File: config.mk
export PLATFORM = sky130hd
export DESIGN_NAME = alu_exec
export DESIGN_NICKNAME = d
export VERILOG_FILES = /design/src/isa_pkg.sv /design/src/pipe_pkg.sv /design/src/alu_exec.sv
export SDC_FILE = /design/constraint.sdc
export NUM_CORES = 1
export LEC_CHECK = 0
export BUFFER_PORTS_ARGS = -buffer_cell sky130_fd_sc_hd__clkbuf_2
export CAP_MARGIN = 5
export CORE_MARGIN = 2
export CORE_UTILIZATION = 45
export DETAILED_ROUTE_END_ITERATION = 12
export PLACE_DENSITY = 0.7
export RECOVER_POWER = 25
export SLEW_MARGIN = 25
export SYNTH_ARGS = -nofsm -noshare
export SYNTH_HDL_FRONTEND = slang
export SYNTH_SLANG_ARGS = --single-unit
File: constraint.sdc
create_clock -name vclk -period 11.9
set_input_delay 2.38 -clock vclk [all_inputs]
set_output_delay 2.38 -clock vclk [all_outputs]
set_load 0.02 [all_outputs]
File: src/isa_pkg.sv
`default_nettype none

package isa_pkg;

    localparam int XLEN       = 32;
    localparam int REG_ADDR_W = 5;

    typedef enum logic [6:0] {
        OP_REG   = 7'b0110011,
        OP_IMM   = 7'b0010011,
        OP_LOAD  = 7'b0000011,
        OP_STORE = 7'b0100011
    } opcode_e;

    // ALU funct3 codes
    localparam logic [2:0] F3_ADD = 3'b000;
    localparam logic [2:0] F3_SLL = 3'b001;
    localparam logic [2:0] F3_SLT = 3'b010;
    localparam logic [2:0] F3_XOR = 3'b100;
    localparam logic [2:0] F3_SRL = 3'b101;
    localparam logic [2:0] F3_OR  = 3'b110;
    localparam logic [2:0] F3_AND = 3'b111;

    // Word width for lw/sw
    localparam logic [2:0] F3_WORD = 3'b010;

    localparam logic [6:0] F7_BASE = 7'b0000000;
    localparam logic [6:0] F7_SUB  = 7'b0100000;

    // addi x0, x0, 0
    localparam logic [XLEN-1:0] NOP_WORD = 32'h0000_0013;

    typedef struct packed {
        logic [6:0]            funct7;
        logic [REG_ADDR_W-1:0] rs2;
        logic [REG_ADDR_W-1:0] rs1;
        logic [2:0]            funct3;
        logic [REG_ADDR_W-1:0] rd;
        opcode_e               opcode;
    } r_fmt_t;

    typedef struct packed {
        logic [11:0]           imm;
        logic [REG_ADDR_W-1:0] rs1;
        logic [2:0]            funct3;
        logic [REG_ADDR_W-1:0] rd;
        opcode_e               opcode;
    } i_fmt_t;

    typedef struct packed {
        logic [6:0]            imm_hi;
        logic [REG_ADDR_W-1:0] rs2;
        logic [REG_ADDR_W-1:0] rs1;
        logic [2:0]            funct3;
        logic [4:0]            imm_lo;
        opcode_e               opcode;
    } s_fmt_t;

    // One instruction word, seen through each encoding format
    typedef union packed {
        r_fmt_t            r_fmt;
        i_fmt_t            i_fmt;
        s_fmt_t            s_fmt;
        logic [XLEN-1:0]   raw;
    } instr_u;

endpackage

`default_nettype wire

File: src/pipe_pkg.sv
`default_nettype none

package pipe_pkg;

    localparam int IMEM_DEPTH = 64;
    localparam int DMEM_DEPTH = 64;
    localparam int IMEM_AW    = 6;
    localparam int DMEM_AW    = 6;

    typedef enum logic [3:0] {
        ADD,
        SUB,
        AND,
        OR,
        XOR,
        SLT,
        SLL,
        SRL
    } alu_op_e;

    typedef enum logic [1:0] {
        FWD_NONE,
        FWD_MEM,
        FWD_WB
    } fwd_sel_e;

    // All-zero is a bubble
    typedef struct packed {
        logic    reg_write;
        logic    mem_write;
        logic    mem2reg;
        logic    alu_src;
        alu_op_e alu_op;
    } ctrl_t;

    typedef struct packed {
        isa_pkg::instr_u instr;
    } if_id_t;

    typedef struct packed {
        ctrl_t                          ctrl;
        logic [isa_pkg::XLEN-1:0]       rs1_data;
        logic [isa_pkg::XLEN-1:0]       rs2_data;
        logic [isa_pkg::XLEN-1:0]       imm;
        logic [isa_pkg::REG_ADDR_W-1:0] rs1;
        logic [isa_pkg::REG_ADDR_W-1:0] rs2;
        logic [isa_pkg::REG_ADDR_W-1:0] rd;
    } id_ex_t;

    typedef struct packed {
        ctrl_t                          ctrl;
        logic [isa_pkg::XLEN-1:0]       alu_result;
        logic [isa_pkg::XLEN-1:0]       write_data;
        logic [isa_pkg::REG_ADDR_W-1:0] rd;
    } ex_mem_t;

    typedef struct packed {
        logic                           reg_write;
        logic                           mem2reg;
        logic [isa_pkg::XLEN-1:0]       alu_result;
        logic [isa_pkg::XLEN-1:0]       mem_data;
        logic [isa_pkg::REG_ADDR_W-1:0] rd;
    } mem_wb_t;

endpackage

`default_nettype wire

File: src/alu_exec.sv
`default_nettype none

module alu_exec
    import isa_pkg::*, pipe_pkg::*;
(
    input  id_ex_t          i_ex,
    input  fwd_sel_e        i_fwd_a,
    input  fwd_sel_e        i_fwd_b,
    input  logic [XLEN-1:0] i_mem_result,
    input  logic [XLEN-1:0] i_wb_result,
    output ex_mem_t         o_mem
);

    logic [XLEN-1:0] op_a;
    logic [XLEN-1:0] rs2_val;
    logic [XLEN-1:0] op_b;
    logic [XLEN-1:0] result;

    function automatic logic [XLEN-1:0] fwd_mux(input fwd_sel_e sel,
                                                 input logic [XLEN-1:0] reg_val);
        logic [XLEN-1:0] val;
        case (sel)
            FWD_MEM: val = i_mem_result;
            FWD_WB:  val = i_wb_result;
            default: val = reg_val;
        endcase
        return val;
    endfunction

    always_comb
    begin
        op_a    = fwd_mux(i_fwd_a, i_ex.rs1_data);
        rs2_val = fwd_mux(i_fwd_b, i_ex.rs2_data);
        op_b    = i_ex.ctrl.alu_src ? i_ex.imm : rs2_val;

        case (i_ex.ctrl.alu_op)
            SUB:     result = op_a - op_b;
            AND:     result = op_a & op_b;
            OR:      result = op_a | op_b;
            XOR:     result = op_a ^ op_b;
            SLT:     result = {{(XLEN-1){1'b0}}, $signed(op_a) < $signed(op_b)};
            SLL:     result = op_a << op_b[4:0];
            SRL:     result = op_a >> op_b[4:0];
            default: result = op_a + op_b;
        endcase

        o_mem.ctrl       = i_ex.ctrl;
        o_mem.alu_result = result;
        o_mem.write_data = rs2_val;
        o_mem.rd         = i_ex.rd;
    end

endmodule

`default_nettype wire

**Word level (Yosys, flattened, before mapping)**

Cells that the tools add are included.

- Add/sub/neg operators: 2
- $lt $le $gt $ge: 1
- Eq/ne operators: 11
- Shifts and indexed selects: 2
- Mux-type cells: 4
- Bitwise gates (word level): 3

Operators with widths:

| kind | count |
|---|---|
| 32-bit one-hot mux with 7 select lines | 1 |
| 32-bit one-hot mux with 2 select lines | 2 |
| 32-bit adder | 1 |
| 32-bit AND | 1 |
| 32-bit < comparator | 1 |
| 32-bit two-way mux | 1 |
| 32-bit OR | 1 |
| 32-bit by 5-bit left shift with 32-bit output | 1 |
| 32-bit by 5-bit right shift with 32-bit output | 1 |
| 32-bit subtractor | 1 |
| 32-bit bitwise XOR | 1 |
| 4-bit by 3-bit equality test with 1-bit output, second input constant | 4 |
| 4-bit by 2-bit equality test with 1-bit output, second input constant | 2 |
| 2-bit by 1-bit equality test with 1-bit output, second input constant | 2 |
| 2-bit equality test, second input constant | 2 |
| 4-bit by 1-bit equality test with 1-bit output, second input constant | 1 |

- Bits in registers: 0
- Input bits: 187
- Output and inout port bits: 77

**Logic depth before layout (Yosys ltp)**

Gate-level depths: netlist of the first run.

- Depth after elaboration: 5
- Gate-level depth with buffers: 20
- Gate-level depth less buffers: 17

**Least setup slack after synthesis of the first run**

No wires, ideal clock.

- Path type: input-to-output
- From: input i_fwd_b[0]
- To: output o_mem[62] in the netlist's numbering
- Arrival: 6.788 ns
- Data required time: 9.520 ns
- Setup slack: 2.732 ns
- Stages on the path: 20
- Path buffers: 6
- Cells stage by stage: inv_1 > ha_1 > buf_2 > or2_1 > o221ai_2 > buf_4 > buf_2 > buf_2 > buf_1 > ha_1 > clkbuf_1 > a21oi_1 > a21oi_1 > o2111ai_1 > nor3b_1 > o21a_1 > o21a_1 > nor2_1 > or4_1 > a32oi_1

RTL lines:

| element | line | RTL |
|---|---|---|
| from (decl) | alu_exec.sv:8 | `input fwd_sel_e i_fwd_b,` |
| to (decl) | alu_exec.sv:11 | `output ex_mem_t o_mem` |

==> flow_metrics.env, run 1 <==
export IMPL_grt_setup_unrepaired="no"
export IMPL_critPathKind="primary input to primary output"
export IMPL_fin_ws_ps=1750
export IMPL_fin_crit_sh_pct=85.3
export IMPL_ir_drop_mv=0.0550
export IMPL_grt_use_total_pct=38.6
export IMPL_seq_cell_count=0
export IMPL_io_pins=264
export IMPL_fin_area_um2=11200
export IMPL_dp_slack_ps=2030
export IMPL_wire_per_inst_um=24.4
export IMPL_crit_start="i_ex[115]"
export IMPL_postSynthAreaPerCell_um2=6.45
export IMPL_die_y_um=152
export IMPL_p_leak_nw=5.35
export IMPL_num_vias=13000
export IMPL_antenna_found_initial=2
export IMPL_yosysSeqAreaShare_pct=0
export IMPL_initial_core_util_pct=45.6
export IMPL_rows=54
export IMPL_grt_max_degree=65
export IMPL_synth_largest_area_cell="ha_1"
export IMPL_setup_violations=0
export IMPL_fin_tns_setup_ps=0
export IMPL_drive_above_1_share_pct=20.1
export IMPL_nNetsFinal=1971
export IMPL_dr_pass1_iters=6
export IMPL_drt_initial_drc_count=1362
export IMPL_crit_fanout=39
export IMPL_place_gp_congestion=1.03
export IMPL_synth_top_cell_area_share_pct=12.8
export IMPL_hold_path_depth=0
export IMPL_postRouteAntennaNets=0
export IMPL_dp_hpwl_um=38400
export IMPL_finalCriticalPeriod_ps=10150
export IMPL_grt_ovfl_total=0
export IMPL_post_cts_resized=0
export IMPL_finalWirelength_um=47800
export IMPL_slew_viol_final=0
export IMPL_netlist_area_um2=9890
export IMPL_fmax_mhz=98.5
export IMPL_synth_cells=1533
export IMPL_holdCritStartpoint="i_ex[2]"
export IMPL_grt_pass1_wl_um=71600
export IMPL_area_delta_synth_final_pct=13.0
export IMPL_first_global_vias=12100
export IMPL_ys_top_cells_by_area="ha_1 13%, mux2i_1 12%, nand2_1 6.5%"
export IMPL_final_clkbuf_count=0
export IMPL_cts_setup_buffers=0
export IMPL_synth_cell_type_count=86
export IMPL_place_area_um2=11200
export IMPL_crit_arrival_ps=7770
export IMPL_die_w_um=152
export IMPL_slew_headroom_pct=2.77
export IMPL_drcViolationCount=0
export IMPL_synth_warnings=0
export IMPL_coreArea_um2=21700
export IMPL_cp_required_ps=9520
export IMPL_via_per_inst=6.61
export IMPL_hold_end="o_mem[2]"
export IMPL_dieArea_um2=23200
export IMPL_seq_area_um2=0
export IMPL_postCtsHoldBufs=0
export IMPL_p_per_area_nw_per_um2=90.9
export IMPL_hp_class="primary input to primary output"
export IMPL_synth_nets=1823
export IMPL_crit_path_end_kind="primary output"
export IMPL_hold_violations=0
export IMPL_max_cap_viol_count=0
export IMPL_portBuffers=238
export IMPL_synth_most_common_cell="nand2_1"
export IMPL_crit_path_start_kind="primary input"
export IMPL_status="completed"
export IMPL_tightestPinTransition_ps=1460
export IMPL_yosys_top_cells_count="171 x nand2_1, 142 x nor2_1, 118 x a21oi_1, 116 x inv_1, 114 x mux2i_1"
export IMPL_power_mw=1.02
## cell type report
class | instances | area (um^2)
Timing Repair Buffer | 280 | 1490
Tap cell | 280 | 350
Inverter | 124 | 465
Antenna cell | 2 | 5.00
Multi-Input combinational cell | 1275 | 8870
Fill cell | 2291 | 10500
## cells by family (layout without fill, tap and decap cells)
logic type,count (synthesis),after routing,synth area share [%]
compound gates,583,583,40.2
other cells,0,2,0
mux,148,148,15.7
fa+ha+maj,103,103,13.2
simple gates,437,437,19.6
buf+inv,258,404,10.9
xor+xnor,4,4,0.354
## power breakdown
part,internal [mW],total (mW),switching [mW]
clock,0.0000000226,0.0000000226,0
combinational,0.347,1.02,0.669
sequential,0,0,0
## routing by layer
metal	wire [um]	vias up	GRT usage, %
li1	-	5944	-
met1	20200	6098	53.6
met2	20400	817	58.8
met3	5480	95	9.22
met4	1780	0	12.2
met5	0	-	0
## placed cells by master, fill, tap and decap left out, types with 6 or more instances in the layout
| cell type | instances |
|---|---|
| clkbuf_2 | 227 |
| nand2_1 | 171 |
| nor2_1 | 141 |
| a21oi_1 | 118 |
| inv_1 | 116 |
| mux2i_1 | 113 |
| ha_1 | 99 |
| o21ai_0 | 84 |
| a22oi_1 | 68 |
| o21ai_1 | 45 |
| buf_4 | 42 |
| mux2_2 | 30 |
| o211ai_1 | 28 |
| nor3_1 | 24 |
| a221oi_1 | 21 |
| o221ai_1 | 21 |
| nand3_1 | 20 |
| o22ai_1 | 19 |
| a211oi_1 | 17 |
| a21o_1 | 17 |
| nor2b_1 | 14 |
| nand2b_1 | 13 |
| o21bai_1 | 13 |
| o21a_1 | 12 |
| a221o_1 | 11 |
| clkbuf_1 | 11 |
| a31oi_1 | 10 |
| o2111ai_1 | 9 |
| o31ai_1 | 9 |
| a211o_1 | 9 |
| inv_2 | 8 |
| a22o_1 | 7 |
| and3_1 | 7 |
| nor4_1 | 6 |
| a2111oi_0 | 6 |
| and2_1 | 6 |
## critical path, stage by stage
cell,delay [ps]
clkbuf_1,1040
buf_4,510
nand2_1,160
o21ai_0,390
inv_1,180
ha_1,320
nor2_1,110
o21ai_0,130
o2111ai_1,250
nor3b_1,700
o2111ai_1,390
a311oi_1,440
nor2_1,110
nor4bb_1,310
o22ai_1,130
clkbuf_2,170
## through the flow
stage	instances	hold WS (ps)	utilization, %
floorplan	1533	4870	-
global route	1961	4760	51.6
CTS	1959	4760	51.6
detailed placement	1959	4760	51.6
global placement	1959	4760	51.6
finish	1961	4760	51.6
## worst max-delay path by stage
stage / endpoint / slack, ps / depth (start not counted)
after floorplan: o_mem[62] / 2730 / 20
final: o_mem[68] / 1750 / 16
after CTS: o_mem[37] / 2030 / 16
after global placement: o_mem[37] / 2080 / 16
after global routing: o_mem[68] / 1500 / 15
after detailed placement: o_mem[37] / 2030 / 16
Note: power is estimated with default switching activity, not from simulation.
==> run 2: changes to the inputs <==
Settings changed: CORE_UTILIZATION 45 to 50, PLACE_DENSITY 0.7 to 0.76.
==> flow_metrics.env, run 2 (synthesized netlist as in run 1, its figures left out) <==
export IMPL_grt_max_degree=65
export IMPL_grt_setup_unrepaired="no"
export IMPL_crit_fanout=42
export IMPL_fin_tns_setup_ps=0
export IMPL_die_y_um=145
export IMPL_ir_drop_mv=0.0530
export IMPL_dp_hpwl_um=37200
export IMPL_coreArea_um2=19500
export IMPL_crit_path_start_kind="primary input"
export IMPL_final_clkbuf_count=0
export IMPL_area_delta_synth_final_pct=12.4
export IMPL_finalCriticalPeriod_ps=10400
export IMPL_drt_initial_drc_count=1550
export IMPL_slew_headroom_pct=16.0
export IMPL_place_gp_congestion=1.10
export IMPL_first_global_vias=11600
export IMPL_hold_end="o_mem[2]"
export IMPL_initial_core_util_pct=50.8
export IMPL_p_int_mw=0.345
export IMPL_place_area_um2=11100
export IMPL_cts_setup_buffers=0
export IMPL_dieArea_um2=20900
export IMPL_dr_pass1_iters=6
export IMPL_status="completed"
export IMPL_nNetsFinal=1965
export IMPL_setup_violations=0
export IMPL_fmax_mhz=96.1
export IMPL_drive_above_1_share_pct=19.8
export IMPL_drcViolationCount=0
export IMPL_io_pins=264
export IMPL_fin_crit_sh_pct=87.4
export IMPL_tightestPinTransition_ps=1260
export IMPL_crit_chain="clkbuf_2, inv_1, ha_1, buf_4, a21oi_1, o21ai_1, inv_1, ha_1, nor2_1, o21ai_0, o2111ai_1, nor3b_1, o2111ai_1, a311oi_1, nor2_1, nor4bb_1, o22ai_1, clkbuf_2"
export IMPL_post_cts_resized=0
export IMPL_via_per_inst=6.75
export IMPL_slowest_stage="ha_1"
export IMPL_worst_hold_slack_ps=4760
export IMPL_crit_path_end_kind="primary output"
export IMPL_fillerInstances=1986
export IMPL_max_cap_viol_count=0
export IMPL_fin_area_um2=11100
export IMPL_hold_path_depth=0
export IMPL_grt_ovfl_total=0
export IMPL_grt_use_total_pct=42.4
export IMPL_antenna_found_initial=2
export IMPL_cp_required_ps=9520
export IMPL_finalWirelength_um=46600
export IMPL_final_common_cell="clkbuf_2"
export IMPL_crit_arrival_ps=8020
export IMPL_layout_common_cells="228 x clkbuf_2, 171 x nand2_1, 141 x nor2_1"
export IMPL_power_mw=1.01
export IMPL_grt_pass1_wl_um=68300
export IMPL_seq_area_um2=0
export IMPL_portBuffers=238
export IMPL_wire_per_inst_um=24.0
export IMPL_seq_cell_count=0
export IMPL_hold_violations=0
export IMPL_p_sw_mw=0.670
export IMPL_final_core_util_pct=57.1
export IMPL_clkPwrFrac_pct=0
export IMPL_postCtsHoldBufs=0
export IMPL_critPathKind="primary input to primary output"
export IMPL_power_frac_comb_pct=100.0
export IMPL_multi_input_area_um2=8870
export IMPL_num_vias=13100
export IMPL_postRouteAntennaNets=0
export IMPL_rows=51
export IMPL_switching_share_pct=66.0
export IMPL_seq_power_share_pct=0
export IMPL_hp_class="primary input to primary output"
export IMPL_holdCritStartpoint="i_ex[2]"
export IMPL_max_stage_delay_ps=1110
export IMPL_p_leak_nw=5.33
export IMPL_slew_viol_final=0
export IMPL_die_w_um=145
export IMPL_p_per_area_nw_per_um2=91.2
[run 2: cell count changes in the layout (fill, tap and decap cells not counted)]
cell | before | now
clkbuf_2 | 227 | 228
buf_4 | 42 | 36
ha_1 | 99 | 100
ha_2 | 1 | 0
a2111oi_1 | 0 | 1
o21ai_1 | 45 | 46
clkbuf_1 | 11 | 10
a2111oi_0 | 6 | 5
o21ai_0 | 84 | 83
[run 2: how the worst max path moves through the flow]
stage          depth (start not counted)       start   endpoint  slack (ps)
5_1_grt                               17  i_fwd_b[0]  o_mem[68]        1300
4_1_cts                               18  i_fwd_b[0]  o_mem[68]        1870
6_report                              18  i_fwd_b[0]  o_mem[68]        1500
3_3_place_gp                          18  i_fwd_b[0]  o_mem[68]        2020
3_5_place_dp                          18  i_fwd_b[0]  o_mem[68]        1900
2_1_floorplan                         20  i_fwd_b[0]  o_mem[62]        2730
[run 2: critical path, delay by kind of cell]
family,cells,cell delay (ps)
AND/OR/NAND/NOR,4,1250
buffers and inverters,5,890
AO/OA/AOI/OAI,7,2070
adder cells (fa/ha/maj),2,1410
[run 2: metrics by stage]
step	cells	worst slack, ps
after global routing	1940	1300
after floorplan	1533	2730
after global placement	1938	2020
after CTS	1938	1870
final	1940	1500
after detailed placement	1938	1900
[run 2: cell type report]
cell class	instances	share of cell area, %
tap	265	2.98
antenna	2	0.0450
multi-input combinational	1275	79.8
timing repair buffer	274	13.0
inverter	124	4.19
[run 2: power by group through the flow]
stage                     clock network, mW  registers, mW  logic [mW]
after floorplan                           0              0       0.672
after global placement                    0              0       0.960
after detailed placement                  0              0       0.969
after CTS                                 0              0       0.973
after global routing           0.0000000226              0        1.08
final                          0.0000000227              0        1.01
[run 2: metal layers]
| metal | vias to the layer above | global-route usage (%) | share of wire, % |
|---|---|---|---|
| met1 | 6135 | 62.0 | 42 |
| met5 | - | 0 | 0 |
| li1 | 5933 | - | - |
| met3 | 106 | 7.67 | 12 |
| met4 | 0 | 9.86 | 3.0 |
| met2 | 915 | 64.3 | 43 |
