[config.mk]
export PLATFORM = sky130hd
export DESIGN_NAME = mem_wb
export DESIGN_NICKNAME = d
export VERILOG_FILES = /design/src/isa_pkg.sv /design/src/pipe_pkg.sv /design/src/pipe_regs.sv
export SDC_FILE = /design/constraint.sdc
export NUM_CORES = 1
export LEC_CHECK = 0
export BUFFER_PORTS_ARGS = -buffer_cell sky130_fd_sc_hd__buf_2
export CAP_MARGIN = 20
export CORE_UTILIZATION = 30
export CTS_CLUSTER_SIZE = 20
export DETAILED_ROUTE_END_ITERATION = 10
export HOLD_SLACK_MARGIN = 0.12
export PLACE_DENSITY = 0.76
export SYNTH_ARGS = -nofsm -noshare
export SYNTH_HDL_FRONTEND = slang
export SYNTH_SLANG_ARGS = --single-unit
[constraint.sdc]
create_clock -name clk -period 0.8 [get_ports clk]
set_input_delay 0.04 -clock clk [delete_from_list [all_inputs] [get_ports clk]]
set_output_delay 0.04 -clock clk [all_outputs]
set_load 0.05 [all_outputs]
[src/isa_pkg.sv]
`default_nettype none

package isa_pkg;

    localparam int XLEN       = 32;
    localparam int REG_ADDR_W = 5;

    typedef enum logic [6:0] {
        OP_REG   = 7'b0110011,
        OP_IMM   = 7'b0010011,
        OP_LOAD  = 7'b0000011,
        OP_STORE = 7'b0100011
    } opcode_e;

    // ALU funct3 codes
    localparam logic [2:0] F3_ADD = 3'b000;
    localparam logic [2:0] F3_SLL = 3'b001;
    localparam logic [2:0] F3_SLT = 3'b010;
    localparam logic [2:0] F3_XOR = 3'b100;
    localparam logic [2:0] F3_SRL = 3'b101;
    localparam logic [2:0] F3_OR  = 3'b110;
    localparam logic [2:0] F3_AND = 3'b111;

    // Word width for lw/sw
    localparam logic [2:0] F3_WORD = 3'b010;

    localparam logic [6:0] F7_BASE = 7'b0000000;
    localparam logic [6:0] F7_SUB  = 7'b0100000;

    // addi x0, x0, 0
    localparam logic [XLEN-1:0] NOP_WORD = 32'h0000_0013;

    typedef struct packed {
        logic [6:0]            funct7;
        logic [REG_ADDR_W-1:0] rs2;
        logic [REG_ADDR_W-1:0] rs1;
        logic [2:0]            funct3;
        logic [REG_ADDR_W-1:0] rd;
        opcode_e               opcode;
    } r_fmt_t;

    typedef struct packed {
        logic [11:0]           imm;
        logic [REG_ADDR_W-1:0] rs1;
        logic [2:0]            funct3;
        logic [REG_ADDR_W-1:0] rd;
        opcode_e               opcode;
    } i_fmt_t;

    typedef struct packed {
        logic [6:0]            imm_hi;
        logic [REG_ADDR_W-1:0] rs2;
        logic [REG_ADDR_W-1:0] rs1;
        logic [2:0]            funct3;
        logic [4:0]            imm_lo;
        opcode_e               opcode;
    } s_fmt_t;

    // One instruction word, seen through each encoding format
    typedef union packed {
        r_fmt_t            r_fmt;
        i_fmt_t            i_fmt;
        s_fmt_t            s_fmt;
        logic [XLEN-1:0]   raw;
    } instr_u;

endpackage

`default_nettype wire

[src/pipe_pkg.sv]
`default_nettype none

package pipe_pkg;

    localparam int IMEM_DEPTH = 64;
    localparam int DMEM_DEPTH = 64;
    localparam int IMEM_AW    = 6;
    localparam int DMEM_AW    = 6;

    typedef enum logic [3:0] {
        ADD,
        SUB,
        AND,
        OR,
        XOR,
        SLT,
        SLL,
        SRL
    } alu_op_e;

    typedef enum logic [1:0] {
        FWD_NONE,
        FWD_MEM,
        FWD_WB
    } fwd_sel_e;

    // All-zero is a bubble
    typedef struct packed {
        logic    reg_write;
        logic    mem_write;
        logic    mem2reg;
        logic    alu_src;
        alu_op_e alu_op;
    } ctrl_t;

    typedef struct packed {
        isa_pkg::instr_u instr;
    } if_id_t;

    typedef struct packed {
        ctrl_t                          ctrl;
        logic [isa_pkg::XLEN-1:0]       rs1_data;
        logic [isa_pkg::XLEN-1:0]       rs2_data;
        logic [isa_pkg::XLEN-1:0]       imm;
        logic [isa_pkg::REG_ADDR_W-1:0] rs1;
        logic [isa_pkg::REG_ADDR_W-1:0] rs2;
        logic [isa_pkg::REG_ADDR_W-1:0] rd;
    } id_ex_t;

    typedef struct packed {
        ctrl_t                          ctrl;
        logic [isa_pkg::XLEN-1:0]       alu_result;
        logic [isa_pkg::XLEN-1:0]       write_data;
        logic [isa_pkg::REG_ADDR_W-1:0] rd;
    } ex_mem_t;

    typedef struct packed {
        logic                           reg_write;
        logic                           mem2reg;
        logic [isa_pkg::XLEN-1:0]       alu_result;
        logic [isa_pkg::XLEN-1:0]       mem_data;
        logic [isa_pkg::REG_ADDR_W-1:0] rd;
    } mem_wb_t;

endpackage

`default_nettype wire

[src/pipe_regs.sv]
`default_nettype none




module mem_wb
    import pipe_pkg::*;
(
    input  logic    clk,
    input  logic    i_rst_n,
    input  mem_wb_t i_stage,
    output mem_wb_t o_stage
);

    always_ff @(posedge clk)
    begin
        o_stage <= i_stage;
        if (!i_rst_n)
        begin
            o_stage.reg_write <= 1'b0;
            o_stage.mem2reg   <= 1'b0;
        end
    end

endmodule

`default_nettype wire

Word-level counts from Yosys, hierarchy flattened:

Cells that the tools add are included.

* flip-flop bits (word level): 71
* input port bits: 73
* output and inout bits: 71
* logic and storage cells: 5

Logic depth before layout (Yosys ltp):

Gate-level depths: netlist (run 1).

* depth after elaboration: 0
* mapped depth: 1
* mapped depth without buffers: 1

Worst setup path after synthesis (run 1):

No wires, ideal clock.

* path kind: register to output
* start point: register o_stage[0] (netlist bit)
* end point: output o_stage[0] (netlist bit)
* data arrival time: 0.587 ns
* required time: 0.760 ns
* slack: 0.173 ns
* cell stages (with the launch flop): 1
* path through: dfxtp_1

RTL lines
* start, declared: RTL line pipe_regs.sv:12 `output mem_wb_t o_stage`
* start signal, assigned: RTL line pipe_regs.sv:17 `o_stage <= i_stage;`

No word-level cell between the ends.

Worst setup path after layout (run 1):

* start point: register o_stage[0] (netlist bit)
* end point: output o_stage[0] (netlist bit)

No word-level cell between the ends.

==> run summary, run 1 <==
The flow ran to the end, but the final reports show violations. The final reports fail on DRC, setup timing. The portion of the clock cycle consumed by the worst path in the final layout is 1.092. The multi-input combinational cells in the finished layout cover a total of 12.51 um^2.

The ratio of total power to cell area is between 2000 and 2500 nW/um^2. Dividing the detail-routed via count by the number of cells gives 4.042. The combinational cell fraction of total power is 0.204. The kind of cell adding the most delay to the critical path is flip-flops.

The clock net sink count came out at 71. The total leakage power is ~0.0018 uW. The layer carrying the most global-route usage is met2.

The via count of the first global-routing pass came out at ~1600. The slowest stage of the critical path is the sky130_fd_sc_hd__dfxtp_2 cell. Of the total power, the clock network draws 0.329. The flip-flop count of the largest register, all copies and words added is 71. The number of CTS-inserted buffers is 9. The area of the die came out at 5060 um^2. The worst relative slew slack is 0.9276.

The critical path data arrival time is 0.83 ns. The cell depth of the worst hold path is 2. The number of DRC markers after the initial detailed-route iteration is 47. The smallest setup slack after layout is -0.07375 ns.

The data required time at the worst endpoint is approximately 0.76 ns. The total net switching power came out at ~2300 uW. The setup fix buffers added after clock tree synthesis came out at 0. The effective utilization at floorplan came out at 0.3205. The global-route wire length before repair came out at around 7900 um. After detailed routing, the number of remaining DRC violations is 12. The routed layout has approximately 1400 vias.

The count of buffer and inverter cells on the critical path came out at 1. The total number of yosys warnings is 0. The highest clock frequency the design can meet is approximately 1100 MHz. The final hold violation count is 0.

The slew of the pin with the lowest slew margin came out at approximately 0.11 ns. The core area came out at between 4000 and 5000 um^2. The post-layout total power came out at 8314 uW. The number of distinct standard cells referenced by the synthesized netlist is 2. The global-route congestion overflow total is 0. The post-DP HPWL is 2434 um. The root buffer cell chosen for the clock tree is sky130_fd_sc_hd__clkbuf_8. The synthesized net count is 146. The area taken by flip-flops and latches came out at 1510 um^2. The worst hold path begins at i_stage[6]. The number of iterations in the first detailed-routing pass came out at 8. The number of fill cells in the layout came out at 203.

The worst setup path is captured at an output port. The boundary pin count came out at around 140. The antenna violation net count after detailed routing is 0. Traced cell by cell, the critical path runs through buf_8.

The share of final-layout standard cells stronger than drive strength 1 is 0.7566. For this block, the routed nets add up to around 5800 um of wire. The internal cell power came out at around 6000 uW. The proportion of synthesized chip area in sequential cells came out at 0.9913.

The critical path is of the reg2out type. The quantity of I/O buffers inserted on ports is approximately 140. For this run, the total global-route usage over all layers was measured as 0.2261. The count of pins over their slew limit was 0. The initialized floorplan defines 24 standard-cell rows.

TritonCTS built the clock tree. The part of the power in registers came out at 0.468. The met2 layer usage reported by global route is 0.4359.

The flip-flop and latch count after synthesis is around 70. The synthesized design spends more area on one cell type than any other, namely sky130_fd_sc_hd__dfxtp_1. The clock-pin slew of the registers on the worst-case setup and hold paths is around 0.07 ns. The synthesized instance count came out at 73.

The switching share of power came out at 0.2778. The top fanout value on the critical path came out at 1. Dividing the synthesized area by the synthesized cell count gives around 20 um^2. The stage delay of the slowest cell on the critical path came out at roughly 0.35 ns.

The detailed-route wire length per cell is approximately 16 um. The chip height came out at around 70 um. Setup violations remaining at the end of the flow were counted as 71.

The initial antenna violation count came out at 0. The cell area after synthesis is roughly 1400 um^2. The weighted congestion reported at the end of routability-driven placement is approximately 0.74.

The peak supply drop came out at around 0.0018 V. The register containing the most flip-flops in the final layout is o_stage. The worst slack on hold paths is approximately 0.33 ns. The maximum clock path buffer count is 2. The worst setup path is launched from a flip-flop. The area fraction of the dominant cell type after synthesis came out at 0.9913.

In the global route stage, met1 resource usage came out at 0.1861. Entering global routing, the biggest net connects 13 pins. The die is just over 70 um wide. The max capacitance violation total is 0. The clock period minus final worst setup slack is approximately 0.87 ns. For this run, global-route usage on met3 was measured as 0.1054. The end point of the most critical hold path is o_stage[6]. Setup repair after global routing could not meet its margin everywhere.

The total number of nets in the final design came out at between 300 and 400. The worst min-delay path category is in2reg. In the final layout, the registers with the most flip-flops are o_stage (71). The area growth from synthesis to layout is 170.2%. The repair_antennas step left the layout with diodes totalling 0. By area the synthesized netlist is led by sky130_fd_sc_hd__dfxtp_1 (99%), sky130_fd_sc_hd__and2_1 (0.87%). The clock tree synthesis step divided the H-tree into 3 levels.
## synthesized netlist by cell type, drive strengths merged
master / n
dfxtp: 71
and2: 2
## power groups by stage
stage	combinational (uW)	sequential, uW	clock (uW)
4_1_cts	1590	3860	2750
5_1_grt	1740	3900	2970
2_1_floorplan	3.21	4530	0
3_3_place_gp	1030	3840	0
6_report	1690	3890	2730
3_5_place_dp	1030	3850	0
## logic make-up after synthesis
family / synth area share
and+or+nand+nor: 0.008725
DFF: 0.9913
## cell type report
type,count,area share
clock inverters,7,0.01647
flip-flops and latches,71,0.3899
clock buffers,9,0.03198
repair buffers,215,0.5417
well taps,52,0.01680
multi-input cells,2,0.003230
## what timing repair did
item,CTS,global route
hold buffers,72,0
hold endpoints to repair,71,0
cloned,0,0
setup endpoints to repair,71,71
gates resized for setup,240,31
## stage by stage
stage / area, um^2 / util / TNS [ns] / cells / setup slack, ns
finish: 3874 / 0.8658 / -4.017 / 356 / -0.07375
global route: 3874 / 0.8658 / -6.552 / 356 / -0.1104
CTS: 3757 / 0.8398 / -4.372 / 356 / -0.07582
detailed placement: 2215 / 0.4950 / 0 / 268 / 0.1978
global placement: 2215 / 0.4950 / 0 / 268 / 0.2045
floorplan: 1434 / - / 0 / 73 / 0.1727
## worst max-delay path by stage
stage | startpoint | end | slack (ns) | cells after the start
finish | o_stage[0] | o_stage[0] | -0.07 | 1
floorplan | o_stage[0] | o_stage[0] | 0.17 | 0
global placement | o_stage[4] | o_stage[4] | 0.20 | 1
detailed placement | o_stage[20] | o_stage[20] | 0.20 | 1
CTS | o_stage[67] | o_stage[67] | -0.08 | 1
global route | o_stage[22] | o_stage[22] | -0.11 | 1
## metal layers
metal / vias to the layer above / share of wire
li1: 674 / -
met1: 654 / 0.31
met2: 98 / 0.56
met3: 13 / 0.10
met4: 0 / 0.024
met5: - / 0
## cell usage in the layout (no fill, tap or decap), drive strengths merged
master       Yosys  routed
buf              0     143
clkinv           0       6
dfxtp           71      71
and2             2       2
clkbuf           0       9
dlygate4sd3      0      72
bufinv           0       1
(Power assumes the default switching activity.)
==> inputs of run 2 (changes only) <==
Settings changed: BUFFER_PORTS_ARGS -buffer_cell sky130_fd_sc_hd__buf_2 to -buffer_cell sky130_fd_sc_hd__buf_4.
==> run summary, run 2 (synthesis results as in run 1) <==
The critical path data arrival time is 0.85 ns (+0.02 ns). The initial antenna violation count came out at 0 (unchanged). The largest registers in the layout are o_stage (71). The peak supply drop came out at 0.001980 V (+7.6%). The global routing usage on met3 came out at 0.08974 (-0.01567). The stage delay of the slowest cell on the critical path is 0.37 ns (+0.02 ns).

The total leakage power came to 0.001862 uW (+3.4%). The global-route wire length before repair is 8652 um (+9.1%). The H-tree depth came out at 3 (unchanged). STA classifies the critical path startpoint as a flip-flop. The cell row count came out at 24 (unchanged).

The layer carrying the most global-route usage is met2. The smallest setup slack after layout is -0.09363 ns (-0.01988 ns). The final hold violation count came out at 0 (unchanged). The number of fill cells in the layout was 164 (-19%).

The clock period minus final worst setup slack came to 0.8936 ns (+0.01988 ns). The via count is 1471 (+2.2%). In this run the worst hold path is classified as in2reg.

The final cell count without fillers came to 356 (unchanged). The share of final-layout standard cells stronger than drive strength 1 is 0.7467 (-0.009868). The number of diodes was 0 (unchanged).

The data required time at the worst endpoint came to 0.76 ns (about the same). The kind of critical path is reg2out. The quantity of I/O buffers inserted on ports is 143 (unchanged). The area of the die is 5060 um^2 (unchanged). The flow ran to the end, but the final reports show violations. The global-route congestion overflow total came out at 0 (unchanged).

The final reports fail on DRC, setup timing. The maximum number of pins on one net before global-route repair is 12 (-1). The number of instances in the placed design is 268 (unchanged). The aggregate global-route resource usage came out at 0.2468 (+0.02075). The max capacitance violation total came out at 0 (unchanged). The end-of-flow core utilization came to 0.9083 (+0.04251). The die width was 71.14 um (unchanged).

The count of buffer and inverter cells on the critical path is 1 (unchanged). Setup repair after global routing could not meet its margin everywhere. The number of CTS-inserted buffers is 9 (unchanged). The via count of the first global-routing pass is 1736 (+6.8%). The portion of the clock cycle consumed by the worst path in the final layout is 1.117 (+0.02485). The effective utilization at floorplan is 0.3205 (unchanged).

The number of iterations in the first detailed-routing pass is 7 (-1). The instance area at placement is 2572 um^2 (+16%). The antenna violation net count after detailed routing is 0 (unchanged).

The slowest stage of the critical path is the sky130_fd_sc_hd__dfxtp_2 cell. The summed area of non-filler cells in the final layout came to 4064 um^2 (+4.9%). The highest clock frequency the design can meet came to 1119 MHz (-2.2%).

In the layout the commonest cells are sky130_fd_sc_hd__dlygate4sd3_1 (72), sky130_fd_sc_hd__buf_4 (72), sky130_fd_sc_hd__dfxtp_2 (71). The number of DRC markers after the initial detailed-route iteration came out at 62 (+32%). The top fanout value on the critical path came out at 1 (unchanged). Compared with the post-synthesis result, the final layout area differs by 183.4%. The met2 layer usage reported by global route was 0.4936 (+0.05769). The weighted congestion reported at the end of routability-driven placement is 0.7410 (+0.32%). The boundary pin count was 144 (unchanged).

Traced cell by cell, the critical path runs through buf_8. The met1 global-route usage was 0.1973 (+0.01119). The kind of cell adding the most delay to the critical path is flip-flops. The chip height is 71.14 um (unchanged). The worst relative slew slack was 0.9084 (-0.01922). The clock net sink count is 71 (unchanged).

The total number of nets in the final design is 372 (unchanged). The core area came out at 4474 um^2 (unchanged). The library cell used as clock root buffer is sky130_fd_sc_hd__clkbuf_8.

The flip-flop count of the largest register, all copies and words added was 71 (unchanged). The total of endpoints with negative setup slack in the final report is 71 (unchanged). Counting flops per register, the top entry is o_stage. The pre-CTS setup slack is 0.2576 ns (+0.05981 ns). The worst setup path is captured at an output port. The count of pins over their slew limit was 0 (unchanged). The clock-pin slew of the registers on the worst-case setup and hold paths was 0.08 ns (about the same).

The slew of the pin with the lowest slew margin is 0.1370 ns (+0.02838 ns). The CTS tree is built. The maximum clock path buffer count is 2 (unchanged).

The setup fix buffers added after clock tree synthesis came out at 0 (unchanged). The via-per-instance ratio is 4.132 (+2.2%). The residual DRC count came out at 12 (unchanged). The ratio of total power to cell area is 2156 nW/um^2 (+0.47%). The total routed wirelength is 6441 um (+11%). The worst slack on hold paths came out at 0.3447 ns (+0.01291 ns). The detailed-route wire length per cell is 18.09 um (+11%).
## run 2: final cells by class
cell class                      instances  area (um^2)  share of cell area
Tap cell                               52        65.06             0.01601
Sequential cell                        71         1510              0.3716
Clock buffer                           12        135.1             0.03325
Clock inverter                          4        70.07             0.01724
Timing Repair Buffer                  215         2271              0.5588
Multi-Input combinational cell          2        12.51            0.003079
## run 2: final timing paths
path / depth (start not counted) / startpoint / endpoint / slack [ns]
worst min-delay path: 2 / i_stage[25] / o_stage[25] / 0.34
worst max-delay path: 1 / o_stage[20] / o_stage[20] / -0.09
## run 2: metrics by stage
| stage | power (uW) | TNS (ns) |
|---|---|---|
| final | 8764 | -4.021 |
| after detailed placement | 5101 | 0 |
| after floorplan | 4534 | 0 |
| after global placement | 5086 | 0 |
| after global routing | 9026 | -6.013 |
| after CTS | 8610 | -3.932 |
## run 2: power by group
group	switching (uW)	total [uW]	internal, uW	leakage [uW]
registers	133	3900	3770	0.000600
logic	889	1810	916	0.00116
clock network	1310	3060	1750	0.000104
## run 2: routing by layer
layer	share of wire	vias up	wire length, um
met5	0	-	0
met2	0.57	105	3652
met1	0.31	674	1986
met3	0.091	17	585
li1	-	675	-
met4	0.034	0	216
## run 2: timing repair
item                                   CTS  global route
setup endpoints to repair               71            71
resized for setup                      177            21
endpoints found under the hold margin   71             0
hold buffers                            72             0
==> inputs of run 3 (changes only) <==
Settings changed: CORE_UTILIZATION 30 to 23, PLACE_DENSITY 0.76 to 0.62.
==> run summary, run 3 (synthesis results as in run 1) <==
The weighted congestion reported at the end of routability-driven placement came out at 0.6154 (-17%). The global-route wire length before repair is 6962 um (-20%). The wire length the detailed router placed on met1 came to 1734 um (-13%).

Walking the worst path, the cells encountered are buf_6. The initial antenna violation count is 0 (unchanged). The maximum number of pins on one net before global-route repair came out at 11 (-1). The share of final-layout standard cells stronger than drive strength 1 came to 0.7483 (+0.001634). The maximum clock path buffer count came to 2 (unchanged).

The amount of wire on met3 after detailed routing came out at 504 um (-14%). In the layout the commonest cells are sky130_fd_sc_hd__dlygate4sd3_1 (72), sky130_fd_sc_hd__buf_4 (72), sky130_fd_sc_hd__dfxtp_2 (71). The clock net sink count came out at 71 (unchanged).

The top fanout value on the critical path is 1 (unchanged). The internal cell power is 5949 uW (-7.5%). The cell depth of the worst hold path came to 2 (unchanged). The largest registers in the layout are o_stage (71).

The post-DP HPWL is 2728 um. The final hold violation count is 0 (unchanged). The worst setup path is captured at an output port. The cell row count is 28 (+17%). The effective utilization at floorplan is 0.2408 (-0.07971). The peak supply drop was 0.001010 V (-49%). The routed length on met2 is 2801 um (-23%).

The total leakage power is 0.001849 uW (-0.73%). The stage delay of the slowest cell on the critical path is 0.34 ns (-0.03 ns). The total net switching power is 2147 uW (-7.9%). The critical path data arrival time is 0.82 ns (-0.03 ns).

The number of DRC markers after the initial detailed-route iteration is 6 (-90%). The worst relative slew slack is 0.9256 (+0.01726). The combinational cell fraction of total power came out at 0.220 (+0.014). The area growth from synthesis to layout came out at 183.6% (about the same).

The ratio of total power to cell area is 1991 nW/um^2 (-7.7%). The max capacitance violation total was 0 (unchanged). In this run the most critical hold path is launched from i_stage[16].

The quantity of I/O buffers inserted on ports is 143 (unchanged). The total of endpoints with negative setup slack in the final report came out at 71 (unchanged). The clock period minus final worst setup slack came out at 0.8569 ns (-0.03674 ns). The end point of the most critical hold path is o_stage[16]. The detailed-route wire length per cell was 13.53 um (-25%).

The aggregate global-route resource usage is 0.1514 (-0.09536). The number of diodes came out at 0 (unchanged). The chip height is 80.96 um (+14%).

The via-per-instance ratio is 3.692 (-11%). The CTS tree is built. The core area was 5956 um^2 (+33%). The end-of-flow core utilization is 0.6828 (-0.2255). The slew of the pin with the lowest slew margin was 0.1118 ns (-0.02517 ns). The antenna violation net count after detailed routing is 0 (unchanged). The die width is 80.96 um (+14%).

Setup repair after global routing could not meet its margin everywhere. The data required time at the worst endpoint is 0.76 ns (about the same). The kind of start point of the critical path is a flip-flop. The pre-CTS setup slack came out at 0.2474 ns (-0.01026 ns). The kind of cell with the highest combined delay along the critical path is flip-flops. The part of the power in registers came out at 0.480 (+0.035). The total number of nets in the final design is 372 (unchanged). The smallest setup slack after layout is -0.05689 ns (+0.03674 ns). The library cell used as clock root buffer is sky130_fd_sc_hd__clkbuf_8. The most critical setup path has its startpoint at o_stage[15]. The highest clock frequency the design can meet is 1167 MHz (+4.3%). The final reports fail on setup timing.

The uppermost layer routed is met4. The path class of the tightest hold or removal check is in2reg. The total routed wirelength is 5099 um (-21%). The flow ran to the end, but the final reports show violations.

The flip-flop count of the largest register, all copies and words added was 71 (unchanged). The via count came out at 1392 (-5.4%). The area of the die came out at 6554 um^2 (+30%). The count of buffer and inverter cells on the critical path came out at 1 (unchanged). The number of iterations in the first detailed-routing pass came out at 3 (-4). The H-tree depth came out at 3 (unchanged).

The boundary pin count is 144 (unchanged). The global-route congestion overflow total is 0 (unchanged). The residual DRC count is 0 (-12). The switching share of power came out at 0.2652 (-0.0007172).

The number of CTS-inserted buffers is 9 (unchanged). The count of pins over their slew limit is 0 (unchanged). The worst setup path is of the reg2out kind. The clock-pin slew of the registers on the worst-case setup and hold paths came to 0.07 ns (about the same). Counting flops per register, the top entry is o_stage. The proportion of power drawn by the clock network came to 0.300 (-0.049).

The portion of the clock cycle consumed by the worst path in the final layout is 1.071 (-0.04592). The via count of the first global-routing pass is 1461 (-16%). For this design, the slowest cell found on the critical path is sky130_fd_sc_hd__dfxtp_2.
## run 3: worst max path at each step
stage / endpoint / depth (start not counted) / slack [ns]
floorplan: o_stage[0] / 0 / 0.17
global placement: o_stage[57] / 1 / 0.25
detailed placement: o_stage[57] / 1 / 0.25
CTS: o_stage[57] / 1 / -0.08
global route: o_stage[19] / 1 / -0.1
finish: o_stage[15] / 1 / -0.06
## run 3: stage by stage
| step | cells | TNS, ns | power [uW] | area, um^2 | hold WS (ns) |
|---|---|---|---|---|---|
| floorplan | 73 | 0 | 4534 | 1434 | 0.06772 |
| global placement | 291 | 0 | 5093 | 2601 | 0.1444 |
| detailed placement | 291 | 0 | 5102 | 2601 | 0.1456 |
| CTS | 377 | -4.049 | 8111 | 3969 | 0.3333 |
| global route | 377 | -5.448 | 8455 | 4066 | 0.3360 |
| finish | 377 | -2.726 | 8097 | 4066 | 0.3537 |
## run 3: what timing repair did
item,4_1_cts,5_1_grt
resized for setup,176,26
endpoints found under the hold margin,71,0
hold buffers,72,0
setup endpoints to repair,71,71
pin swaps,0,0
setup buffers,0,0
## run 3: final cells by class
type,instances,area (um^2)
Clock inverter,1,5.005
Sequential cell,71,1510
Timing Repair Buffer,215,2286
Tap cell,75,93.84
Clock buffer,13,158.9
Multi-Input combinational cell,2,12.51
Fill cell,412,1889
## run 3: power by group through the flow
stage / logic, uW / registers (uW) / clock network, uW
final: 1780 / 3890 / 2430
after global placement: 1240 / 3850 / 0
after detailed placement: 1250 / 3860 / 0
after global routing: 1840 / 3900 / 2710
after floorplan: 3.21 / 4530 / 0
after CTS: 1720 / 3870 / 2530
## run 3: per-layer routing
metal,track usage,up-vias
met1,0.1382,633
met2,0.2815,79
met5,0,-
met4,0.06964,0
met3,0.07079,7
li1,-,673
